===== src/hw/frv_wb_pkg.sv =====
// Writeback stage common definitions
package frv_wb_pkg;

    localparam int xlen = 32;

    localparam logic [xlen-1:0] pc_reset_value = 32'h8000_0000;

    // Functional unit one-hot bit positions
    localparam int fu_alu = 0;
    localparam int fu_mul = 1;
    localparam int fu_lsu = 2;
    localparam int fu_cfu = 3;
    localparam int fu_csr = 4;

    // Control flow micro-ops
    localparam logic [4:0] cfu_taken  = 5'b00111;
    localparam logic [4:0] cfu_jali   = 5'b01000;
    localparam logic [4:0] cfu_jalr   = 5'b01001;
    localparam logic [4:0] cfu_ebreak = 5'b11001;
    localparam logic [4:0] cfu_ecall  = 5'b11010;
    localparam logic [4:0] cfu_mret   = 5'b11100;

    localparam logic [1:0] lsu_byte = 2'b01;
    localparam logic [1:0] lsu_half = 2'b10;
    localparam logic [1:0] lsu_word = 2'b11;

    localparam logic [11:0] csr_addr_mtvec    = 12'h305;
    localparam logic [11:0] csr_addr_mscratch = 12'h340;
    localparam logic [11:0] csr_addr_mepc     = 12'h341;
    localparam logic [11:0] csr_addr_mcause   = 12'h342;

    // Exception causes
    localparam logic [5:0] trap_breakpt  = 6'd3;
    localparam logic [5:0] trap_ldaccess = 6'd5;
    localparam logic [5:0] trap_staccess = 6'd7;
    localparam logic [5:0] trap_ecallm   = 6'd11;

    // Micro-op word, meaning depends on the owning functional unit
    typedef union packed {
        struct packed {
            logic read;
            logic write;
            logic set;
            logic clear;
            logic rsvd;
        } csr;
        struct packed {
            logic       store;
            logic       load;
            logic [1:0] size;
            logic       is_signed;
        } lsu;
        logic [4:0] cfu;             // Whole code compared against cfu_*
    } wb_uop_t;

endpackage


===== src/hw/frv_load_align.sv =====
// Load data alignment
`timescale 1ns/1ns

module frv_load_align (
    input  logic [frv_wb_pkg::xlen-1:0] mem_rdata,   // Raw word from data memory
    input  logic [1:0]                  byte_addr,
    input  logic [1:0]                  size,
    input  logic                        is_signed,
    output logic [frv_wb_pkg::xlen-1:0] load_data
);
    import frv_wb_pkg::*;

    logic [7:0]  lane_b;
    logic [15:0] lane_h;

    // Byte lane picked by the low address bits
    assign lane_b = mem_rdata[{byte_addr, 3'b000} +: 8];

    // Halfword lane, bit 0 of the address is ignored
    assign lane_h = byte_addr[1] ? mem_rdata[31:16] : mem_rdata[15:0];

    always_comb begin
        case (size)
            lsu_byte: load_data = {{(xlen-8){is_signed & lane_b[7]}}, lane_b};
            lsu_half: load_data = {{(xlen-16){is_signed & lane_h[15]}}, lane_h};
            lsu_word: load_data = mem_rdata;
            default:  load_data = mem_rdata;
        endcase
    end

endmodule


===== src/hw/frv_gpr_file.sv =====
// General purpose register file
`timescale 1ns/1ns

module frv_gpr_file (
    input  logic                        g_clk,
    input  logic                        g_resetn,
    input  logic                        wen,
    input  logic [4:0]                  waddr,
    input  logic [frv_wb_pkg::xlen-1:0] wdata,
    input  logic [4:0]                  rs1_addr,
    input  logic [4:0]                  rs2_addr,
    output logic [frv_wb_pkg::xlen-1:0] rs1_rdata,
    output logic [frv_wb_pkg::xlen-1:0] rs2_rdata
);
    import frv_wb_pkg::*;

    logic [xlen-1:0] regs [1:31];    // No storage behind x0

    always_ff @(posedge g_clk) begin
        if (wen && waddr != 5'd0) begin
            regs[waddr] <= wdata;
        end
    end

    assign rs1_rdata = (rs1_addr == 5'd0) ? '0 : regs[rs1_addr];
    assign rs2_rdata = (rs2_addr == 5'd0) ? '0 : regs[rs2_addr];

    // Writeback never commits an unresolved result
    a_wdata_known: assert property (@(posedge g_clk) disable iff (!g_resetn)
        wen |-> !$isunknown(wdata));

endmodule


===== src/hw/frv_csr_regs.sv =====
// Machine mode CSR block
`timescale 1ns/1ns

module frv_csr_regs (
    input  logic                        g_clk,
    input  logic                        g_resetn,
    input  logic                        csr_en,      // One cycle per CSR instruction
    input  logic                        csr_wr,
    input  logic                        csr_wr_set,
    input  logic                        csr_wr_clr,
    input  logic [11:0]                 csr_addr,
    input  logic [frv_wb_pkg::xlen-1:0] csr_wdata,
    input  logic                        trap_take,
    input  logic                        trap_int,
    input  logic [5:0]                  trap_cause,
    input  logic [frv_wb_pkg::xlen-1:0] trap_pc,
    input  logic                        exec_mret,
    output logic [frv_wb_pkg::xlen-1:0] csr_rdata,
    output logic [frv_wb_pkg::xlen-1:0] csr_mepc,
    output logic [frv_wb_pkg::xlen-1:0] csr_mtvec
);
    import frv_wb_pkg::*;

    logic [xlen-1:0] mtvec;
    logic [xlen-1:0] mepc;
    logic [xlen-1:0] mcause;
    logic [xlen-1:0] mscratch;
    logic [xlen-1:0] wr_value;
    logic            wr_any;

    // Read mux, holes read zero
    always_comb begin
        case (csr_addr)
            csr_addr_mtvec:    csr_rdata = mtvec;
            csr_addr_mepc:     csr_rdata = mepc;
            csr_addr_mcause:   csr_rdata = mcause;
            csr_addr_mscratch: csr_rdata = mscratch;
            default:           csr_rdata = '0;
        endcase
    end

    assign wr_any   = csr_en && (csr_wr || csr_wr_set || csr_wr_clr);
    assign wr_value = csr_wr     ? csr_wdata :
                      csr_wr_set ? (csr_rdata | csr_wdata) :
                                   (csr_rdata & ~csr_wdata);

    always_ff @(posedge g_clk) begin
        if (!g_resetn) begin
            mtvec    <= '0;
            mepc     <= '0;
            mcause   <= '0;
            mscratch <= '0;
        end else if (trap_take) begin
            mepc   <= trap_pc;
            mcause <= {trap_int, {(xlen-7){1'b0}}, trap_cause};  // Bit 31 marks interrupts
        end else if (wr_any) begin
            case (csr_addr)
                csr_addr_mtvec:    mtvec    <= wr_value;
                csr_addr_mepc:     mepc     <= wr_value;
                csr_addr_mcause:   mcause   <= wr_value;
                csr_addr_mscratch: mscratch <= wr_value;
                default: ;
            endcase
        end
    end

    assign csr_mepc  = mepc;
    assign csr_mtvec = mtvec;

    // A redirect to the trap vector retires nothing else
    a_no_wr_on_trap: assert property (@(posedge g_clk) disable iff (!g_resetn)
        trap_take |-> !(wr_any || exec_mret));

endmodule


===== src/hw/frv_pipeline_writeback.sv =====
// RISC-V pipeline writeback stage
`timescale 1ns/1ns

module frv_pipeline_writeback (
    input  logic                        g_clk,
    input  logic                        g_resetn,
    input  logic                        s4_valid,
    input  logic [4:0]                  s4_rd,
    input  logic [frv_wb_pkg::xlen-1:0] s4_opr_a,       // Result or jump target
    input  logic [frv_wb_pkg::xlen-1:0] s4_opr_b,       // CSR address or memory address
    input  frv_wb_pkg::wb_uop_t         s4_uop,
    input  logic [4:0]                  s4_fu,
    input  logic                        s4_trap,
    input  logic [1:0]                  s4_size,        // Length in halfwords
    input  logic [31:0]                 s4_instr,
    output logic                        s4_busy,
    output logic                        cf_req,
    output logic [frv_wb_pkg::xlen-1:0] cf_target,
    input  logic                        cf_ack,
    input  logic                        dmem_recv,
    input  logic                        dmem_error,
    output logic                        dmem_ack,
    output logic                        hold_lsu_req,
    input  logic [frv_wb_pkg::xlen-1:0] load_data,
    input  logic                        int_trap_req,
    input  logic [5:0]                  int_trap_cause,
    output logic                        int_trap_ack,
    output logic                        gpr_wen,
    output logic [4:0]                  gpr_rd,
    output logic [frv_wb_pkg::xlen-1:0] gpr_wdata,
    output logic [4:0]                  fwd_rd,
    output logic [frv_wb_pkg::xlen-1:0] fwd_wdata,
    output logic                        fwd_load,
    output logic                        fwd_csr,
    output logic                        csr_en,
    output logic                        csr_wr,
    output logic                        csr_wr_set,
    output logic                        csr_wr_clr,
    output logic [11:0]                 csr_addr,
    output logic [frv_wb_pkg::xlen-1:0] csr_wdata,
    input  logic [frv_wb_pkg::xlen-1:0] csr_rdata,
    input  logic [frv_wb_pkg::xlen-1:0] csr_mepc,
    input  logic [frv_wb_pkg::xlen-1:0] csr_mtvec,
    output logic                        trap_cpu,
    output logic                        trap_int,
    output logic                        trap_take,
    output logic [5:0]                  trap_cause,
    output logic [frv_wb_pkg::xlen-1:0] trap_pc,
    output logic                        exec_mret,
    output logic [frv_wb_pkg::xlen-1:0] trs_pc,
    output logic [31:0]                 trs_instr,
    output logic                        trs_valid
);
    import frv_wb_pkg::*;

    logic            retire;
    logic [xlen-1:0] s4_pc;
    logic [xlen-1:0] pc_next;
    logic            is_alu;
    logic            is_mul;
    logic            is_lsu;
    logic            is_cfu;
    logic            is_csr;
    logic            op_jump;
    logic            op_link;
    logic            op_ebreak;
    logic            op_ecall;
    logic            op_mret;
    logic            lsu_load;
    logic            lsu_store;
    logic            lsu_busy;
    logic            lsu_err;
    logic            trap_any;
    logic            csr_done;
    logic            cfu_done;
    logic            rsp_seen;
    logic            err_seen;

    // ---------------------------------------------------------------------------
    // Decode and progress

    assign is_alu = s4_valid && s4_fu[fu_alu];
    assign is_mul = s4_valid && s4_fu[fu_mul];
    assign is_lsu = s4_valid && s4_fu[fu_lsu];
    assign is_cfu = s4_valid && s4_fu[fu_cfu];
    assign is_csr = s4_valid && s4_fu[fu_csr];

    assign retire  = s4_valid && !s4_busy;
    assign s4_busy = (cf_req && !cf_ack) || lsu_busy;

    assign pc_next = s4_pc + {{(xlen-3){1'b0}}, s4_size, 1'b0};

    always_ff @(posedge g_clk) begin
        if (!g_resetn) begin
            s4_pc <= pc_reset_value;
        end else if (cf_req && cf_ack) begin
            s4_pc <= cf_target;
        end else if (retire && !cfu_done) begin   // Already redirected otherwise
            s4_pc <= pc_next;
        end
    end

    // ---------------------------------------------------------------------------
    // Load/store response and control flow

    assign lsu_load     = is_lsu && s4_uop.lsu.load;
    assign lsu_store    = is_lsu && s4_uop.lsu.store;
    assign dmem_ack     = is_lsu && !s4_trap && !rsp_seen;
    assign lsu_busy     = dmem_ack && !dmem_recv;
    assign lsu_err      = (dmem_ack && dmem_recv && dmem_error) || err_seen;
    assign hold_lsu_req = cf_req || lsu_busy;

    assign op_jump   = is_cfu && (s4_uop.cfu == cfu_taken || s4_uop.cfu == cfu_jali ||
                                  s4_uop.cfu == cfu_jalr);
    assign op_link   = is_cfu && (s4_uop.cfu == cfu_jali || s4_uop.cfu == cfu_jalr);
    assign op_ebreak = is_cfu && s4_uop.cfu == cfu_ebreak;
    assign op_ecall  = is_cfu && s4_uop.cfu == cfu_ecall;
    assign op_mret   = is_cfu && s4_uop.cfu == cfu_mret;

    assign trap_cpu = op_ebreak || op_ecall || lsu_err || (s4_valid && s4_trap);
    assign trap_int = s4_valid && int_trap_req && !trap_cpu;    // CPU traps win
    assign trap_any = trap_cpu || trap_int;

    assign cf_req    = !cfu_done && (op_jump || op_mret || trap_any);
    assign cf_target = trap_any ? csr_mtvec : (op_mret ? csr_mepc : s4_opr_a);

    assign trap_take    = trap_any && cf_req && cf_ack;
    assign int_trap_ack = trap_int && cf_req && cf_ack;
    assign exec_mret    = op_mret && retire && !trap_any;

    assign trap_cause = (lsu_err && lsu_load)  ? trap_ldaccess :
                        (lsu_err && lsu_store) ? trap_staccess :
                        op_ebreak              ? trap_breakpt  :
                        op_ecall               ? trap_ecallm   :
                        trap_int               ? int_trap_cause :
                                                 s4_opr_a[5:0];
    assign trap_pc    = s4_pc;

    // Side effect flags, cleared as the instruction leaves
    always_ff @(posedge g_clk) begin
        if (!g_resetn) begin
            csr_done <= 1'b0;
            cfu_done <= 1'b0;
            rsp_seen <= 1'b0;
            err_seen <= 1'b0;
        end else if (retire) begin
            csr_done <= 1'b0;
            cfu_done <= 1'b0;
            rsp_seen <= 1'b0;
            err_seen <= 1'b0;
        end else begin
            csr_done <= csr_done || csr_en;
            cfu_done <= cfu_done || (cf_req && cf_ack);
            rsp_seen <= rsp_seen || (dmem_ack && dmem_recv);
            err_seen <= lsu_err;           // Holds the trap until cf_ack
        end
    end

    // ---------------------------------------------------------------------------
    // CSR access, GPR writeback and forwarding

    assign csr_en     = is_csr && !csr_done && !trap_any;
    assign csr_wr     = is_csr && s4_uop.csr.write;
    assign csr_wr_set = is_csr && s4_uop.csr.set;
    assign csr_wr_clr = is_csr && s4_uop.csr.clear;
    assign csr_addr   = s4_opr_b[11:0];
    assign csr_wdata  = s4_opr_a;

    assign gpr_rd  = s4_rd;
    assign gpr_wen = retire && !trap_any &&
                     (is_alu || is_mul || op_link || lsu_load || (csr_en && s4_uop.csr.read));

    always_comb begin
        if (is_csr) begin
            gpr_wdata = csr_rdata;           // Value before this write lands
        end else if (is_lsu) begin
            gpr_wdata = load_data;
        end else if (op_link) begin
            gpr_wdata = pc_next;
        end else begin
            gpr_wdata = s4_opr_a;
        end
    end

    assign fwd_rd    = s4_rd;
    assign fwd_wdata = gpr_wdata;
    assign fwd_load  = lsu_load;
    assign fwd_csr   = is_csr;

    assign trs_pc    = s4_pc;
    assign trs_instr = s4_instr;
    assign trs_valid = retire;

    // Fetch relies on a steady redirect until it acknowledges
    a_cf_target_stable: assert property (@(posedge g_clk) disable iff (!g_resetn)
        (cf_req && !cf_ack) |=> (cf_req && $stable(cf_target)));

    a_fu_onehot: assert property (@(posedge g_clk) disable iff (!g_resetn)
        s4_valid |-> $onehot0(s4_fu));

endmodule


===== src/hw/frv_wb_top.sv =====
// Writeback stage top level
`timescale 1ns/1ns

module frv_wb_top (
    input  logic                        g_clk,
    input  logic                        g_resetn,
    input  logic                        s4_valid,
    input  logic [4:0]                  s4_rd,
    input  logic [frv_wb_pkg::xlen-1:0] s4_opr_a,
    input  logic [frv_wb_pkg::xlen-1:0] s4_opr_b,
    input  frv_wb_pkg::wb_uop_t         s4_uop,
    input  logic [4:0]                  s4_fu,
    input  logic                        s4_trap,
    input  logic [1:0]                  s4_size,
    input  logic [31:0]                 s4_instr,
    output logic                        s4_busy,
    output logic                        cf_req,
    output logic [frv_wb_pkg::xlen-1:0] cf_target,
    input  logic                        cf_ack,
    input  logic                        dmem_recv,
    input  logic                        dmem_error,
    input  logic [frv_wb_pkg::xlen-1:0] dmem_rdata,
    output logic                        dmem_ack,
    output logic                        hold_lsu_req,
    input  logic                        int_trap_req,
    input  logic [5:0]                  int_trap_cause,
    output logic                        int_trap_ack,
    output logic [4:0]                  fwd_rd,
    output logic [frv_wb_pkg::xlen-1:0] fwd_wdata,
    output logic                        fwd_load,
    output logic                        fwd_csr,
    output logic                        trap_cpu,
    output logic                        trap_int,
    output logic [5:0]                  trap_cause,
    output logic [frv_wb_pkg::xlen-1:0] trap_pc,
    output logic                        exec_mret,
    output logic [frv_wb_pkg::xlen-1:0] trs_pc,
    output logic [31:0]                 trs_instr,
    output logic                        trs_valid,
    input  logic [4:0]                  rs1_addr,    // Decode side read ports
    input  logic [4:0]                  rs2_addr,
    output logic [frv_wb_pkg::xlen-1:0] rs1_rdata,
    output logic [frv_wb_pkg::xlen-1:0] rs2_rdata
);
    import frv_wb_pkg::*;

    logic [xlen-1:0] load_data;
    logic            gpr_wen;
    logic [4:0]      gpr_rd;
    logic [xlen-1:0] gpr_wdata;
    logic            csr_en;
    logic            csr_wr;
    logic            csr_wr_set;
    logic            csr_wr_clr;
    logic [11:0]     csr_addr;
    logic [xlen-1:0] csr_wdata;
    logic [xlen-1:0] csr_rdata;
    logic [xlen-1:0] csr_mepc;
    logic [xlen-1:0] csr_mtvec;
    logic            trap_take;

    frv_pipeline_writeback u_wb (.*);

    frv_csr_regs u_csr (.*);

    frv_gpr_file u_gpr (
        .g_clk     (g_clk),
        .g_resetn  (g_resetn),
        .wen       (gpr_wen),
        .waddr     (gpr_rd),
        .wdata     (gpr_wdata),
        .rs1_addr  (rs1_addr),
        .rs2_addr  (rs2_addr),
        .rs1_rdata (rs1_rdata),
        .rs2_rdata (rs2_rdata)
    );

    // Address low bits come from operand B
    frv_load_align u_align (
        .mem_rdata (dmem_rdata),
        .byte_addr (s4_opr_b[1:0]),
        .size      (s4_uop.lsu.size),
        .is_signed (s4_uop.lsu.is_signed),
        .load_data (load_data)
    );

endmodule


===== config.mk =====
export PLATFORM = sky130hd
export DESIGN_NAME = frv_wb_top
export DESIGN_NICKNAME = d
export VERILOG_FILES = /design/src/hw/frv_wb_pkg.sv /design/src/hw/frv_load_align.sv /design/src/hw/frv_gpr_file.sv /design/src/hw/frv_csr_regs.sv /design/src/hw/frv_pipeline_writeback.sv /design/src/hw/frv_wb_top.sv
export SDC_FILE = /design/constraint.sdc
export NUM_CORES = 2
export LEC_CHECK = 0
export BUFFER_PORTS_ARGS = -buffer_cell sky130_fd_sc_hd__buf_2
export CORE_ASPECT_RATIO = 1.1
export CORE_UTILIZATION = 60
export DETAILED_ROUTE_END_ITERATION = 10
export PLACE_DENSITY = 0.79
export SLEW_MARGIN = 30
export SYNTH_ARGS = -nofsm -noshare
export SYNTH_HDL_FRONTEND = slang
export SYNTH_SLANG_ARGS = --single-unit

===== constraint.sdc =====
create_clock -name g_clk -period 5.9 [get_ports g_clk]
set_input_delay 0.885 -clock g_clk [delete_from_list [all_inputs] [get_ports g_clk]]
set_output_delay 0.885 -clock g_clk [all_outputs]
set_load 0.02 [all_outputs]

==> run metrics <==
final hold slack roughly 0.46 ns; fin crit period ~5.4 ns; syn_area_per_cell 14.2 sq um; chip height ~330 um; insertion delay to the later sink of the worst-skew pair around 0.7 ns; Resized Gates After CTS 0; count of final hold-check violations 0; Initial Util 0.606; family with the most delay on the worst path simple AND/OR/NAND/NOR gates; final wirelength roughly 200 mm; placeable core area between 90000 and 100000 sq um; CP endpoint fwd_wdata[23]; Clk pin slew, worst setup/hold paths 0.07 ns; CP max stage delay about 0.56 ns; status finished clean; HP Class reg -> reg; combinational share of power 0.120; Fill cells about 6300; cell taking the most area after synthesis edfxtp_1; crit start category flop; Worst Max-Slew Pin Slew about 1.1 ns; crit path from u_wb.trap_pc[2]$_SDFFE_PN0P_; initial antenna violation count 12; root buf cell clkbuf_16; flop2flop setup slack between 1.5 and 2 ns; Yosys top cell area share 0.514; Netlist cell types between 90 and 100; NetSw around 4700 uW; Pleak roughly 0.021 uW; row cnt around 120; syn_nets about 4300; vias in the first global route roughly 42000; CTS HTree Levels 3; Synth top cells by count edfxtp_1, mux2i_1, mux4_2, o21ai_0, nor2_1; Antenna Nets Post-Route 0; post-route clock period utilization 0.915; # DRC 0; Post-synth EDFFs between 900 and 1000; GP Congestion a little under 1; Hold Crit Start u_csr.mcause[30]$_SDFFE_PP0P_; global-route wire length before repair between 200 and 300 mm; P&R area growth vs syn 12.7%; Pre-antenna DRT Iters 8; hold_buf cts 0; GRT Overall Usage 0.394; RSZ-0062 raised after global routing no; die area 97900 sq um; Area after DPL between 60000 and 70000 sq um; nets 4483; Crit Path Category reg -> out; Final Instance Area approximately 65000 sq um; nature of the critical path endpoint output port; crit path cell chain inv_1 > fa_1 > and4b_1 > buf_4 > and4_1 > nand2_1 > or3_1 > a31o_2 > a221oi_4 > buf_2; Seq/Total Area, Yosys 0.570; Post-DP HPWL between 100 and 150 mm; total CTS buffers roughly 110; Async S/R FF share, synth 0; Reg power frac 0.483; Num Clock Sinks 1156; postcts setup bufs 0; I/O Pins 415; DR vias around 43000; Post-Route Utilization 0.683; largest net degree at the start of global routing approximately 120; pwr/cell area about 290 nW/um^2; R2R depth 10; 1st-iter DRT viols just under 6000; Mapped Cells approximately 4100; Max VDD drop around 0.26 mV; Worst path depth 10; f_max ~0.19 GHz; clk_skew around 0.045 ns; crit path max fanout 9; CP max-delay cell fa_1; GRT overflow 0; largest cells by area after synthesis edfxtp_1, mux4_2, mux2i_1; final setup vio count 0; layout cells sized above 1 0.285; Pint 14100 uW; CTS tree yes; Switching Fraction 0.252; Max clock buf depth 3; Vias/cell 7.57; routed length per instance between 30 and 40 um; port bufs 330; Syn. warnings 0; Die Wd 298 um; Seq cells post-synth about 1200; relative slew slack 0.265; Critical Path AT about 4.5 ns; Slew Viols, Final 0; Main synth FF type edfxtp_1; maxcap violations 0; clock power share 0.397; WP buf/inv 3; reg2reg end u_gpr.regs[8][23]$_DFFE_PP_; count leader, synth edfxtp_1; synthesized area between 50000 and 60000 sq um; setup_tns 0 ns; critical path required time between 5 and 6 ns; worst reg2reg startpoint u_wb.trap_pc[2]$_SDFFE_PN0P_
## cell families after synthesis
logic type	share of synthesized area
xor+xnor	0.00559
compound gates	0.119
mux	0.211
buf+inv	0.0362
flops	0.570
simple gates	0.0562
fa+ha+maj	0.00121
## through the flow
| stage | worst slack, ns | power (uW) | cells |
|---|---|---|---|
| final | 0.503 | 18800 | 5681 |
| after CTS | 0.587 | 18800 | 5675 |
| after global routing | 0.479 | 19200 | 5677 |
| after detailed placement | 0.871 | 11400 | 5464 |
| after floorplan | 0.260 | 10600 | 4092 |
| after global placement | 0.909 | 11400 | 5462 |
## layout by cell type (no fill, tap or decap), types with 16 or more instances in the layout
| master | instances |
|---|---|
| edfxtp_1 | 992 |
| mux2i_1 | 344 |
| mux4_2 | 341 |
| buf_2 | 323 |
| o21ai_0 | 268 |
| nor2_1 | 194 |
| a21oi_1 | 187 |
| dfxtp_1 | 164 |
| buf_4 | 163 |
| clkbuf_16 | 116 |
| mux2_2 | 100 |
| nand2_1 | 98 |
| a211oi_1 | 94 |
| o221ai_1 | 86 |
| o22ai_1 | 70 |
| a221oi_1 | 67 |
| nand3_1 | 64 |
| nor3_1 | 43 |
| nor3b_1 | 34 |
| nor2_4 | 33 |
| o21a_1 | 32 |
| buf_12 | 29 |
| nor4_1 | 27 |
| xor2_1 | 26 |
| a22oi_1 | 25 |
| clkbuf_1 | 25 |
| nor2b_1 | 23 |
| and2_1 | 23 |
| clkinv_1 | 19 |
| o211ai_1 | 18 |
| clkinv_2 | 16 |
## how the worst min path moves through the flow
stage                     cells after the start                             to  slack [ns]
after detailed placement                      2  u_csr.mcause[30]$_SDFFE_PP0P_        0.45
after global placement                        2  u_csr.mcause[30]$_SDFFE_PP0P_        0.45
after global routing                          2  u_csr.mcause[30]$_SDFFE_PP0P_        0.49
after CTS                                     2  u_csr.mcause[30]$_SDFFE_PP0P_        0.46
final                                         2  u_csr.mcause[30]$_SDFFE_PP0P_        0.46
after floorplan                               2  u_csr.mcause[30]$_SDFFE_PP0P_        0.43
## area by class of cell
type	count	area [sq um]	area share
Sequential cell	1156	33100	0.506
Clock buffer	145	3050	0.0467
Multi-Input combinational cell	2500	23300	0.356
Timing Repair Buffer	521	3530	0.0541
Inverter	17	63.8	0.000977
Antenna cell	6	15.0	0.000230
Clock inverter	66	759	0.0116
Tap cell	1270	1590	0.0243
## state kept, by name (all words and copies together), names as in the netlist
signal and flops:
u_wb.cfu_done 1, u_csr.mcause 32, u_wb.rsp_seen 1, u_csr.csr_mepc 32
u_wb.err_seen 1, u_csr.mscratch 32, u_wb.csr_done 1, u_wb.trap_pc 32
u_gpr.regs 992, u_csr.csr_mtvec 32
## layer usage
layer	vias up	part of all wire	GRT usage
met3	924	0.13	0.0951
met5	-	0.00048	0
met1	21050	0.32	0.477
met2	3946	0.47	0.631
li1	17043	-	-
met4	14	0.075	0.268
## tightest hold or removal path, cell delays in order, from the launching register on
cell and delay [ns]:
dfxtp_1 0.31, nand2_1 0.05, a21oi_1 0.05
## power by group through the flow
stage / Sequential [uW] / Clock (uW) / Combinational (uW)
after floorplan: 9270 / 0 / 1350
after global placement: 9260 / 0 / 2160
after detailed placement: 9260 / 0 / 2190
after CTS: 9090 / 7470 / 2210
after global routing: 9090 / 7750 / 2330
final: 9090 / 7470 / 2270
Power figures use the tool's default switching activity.
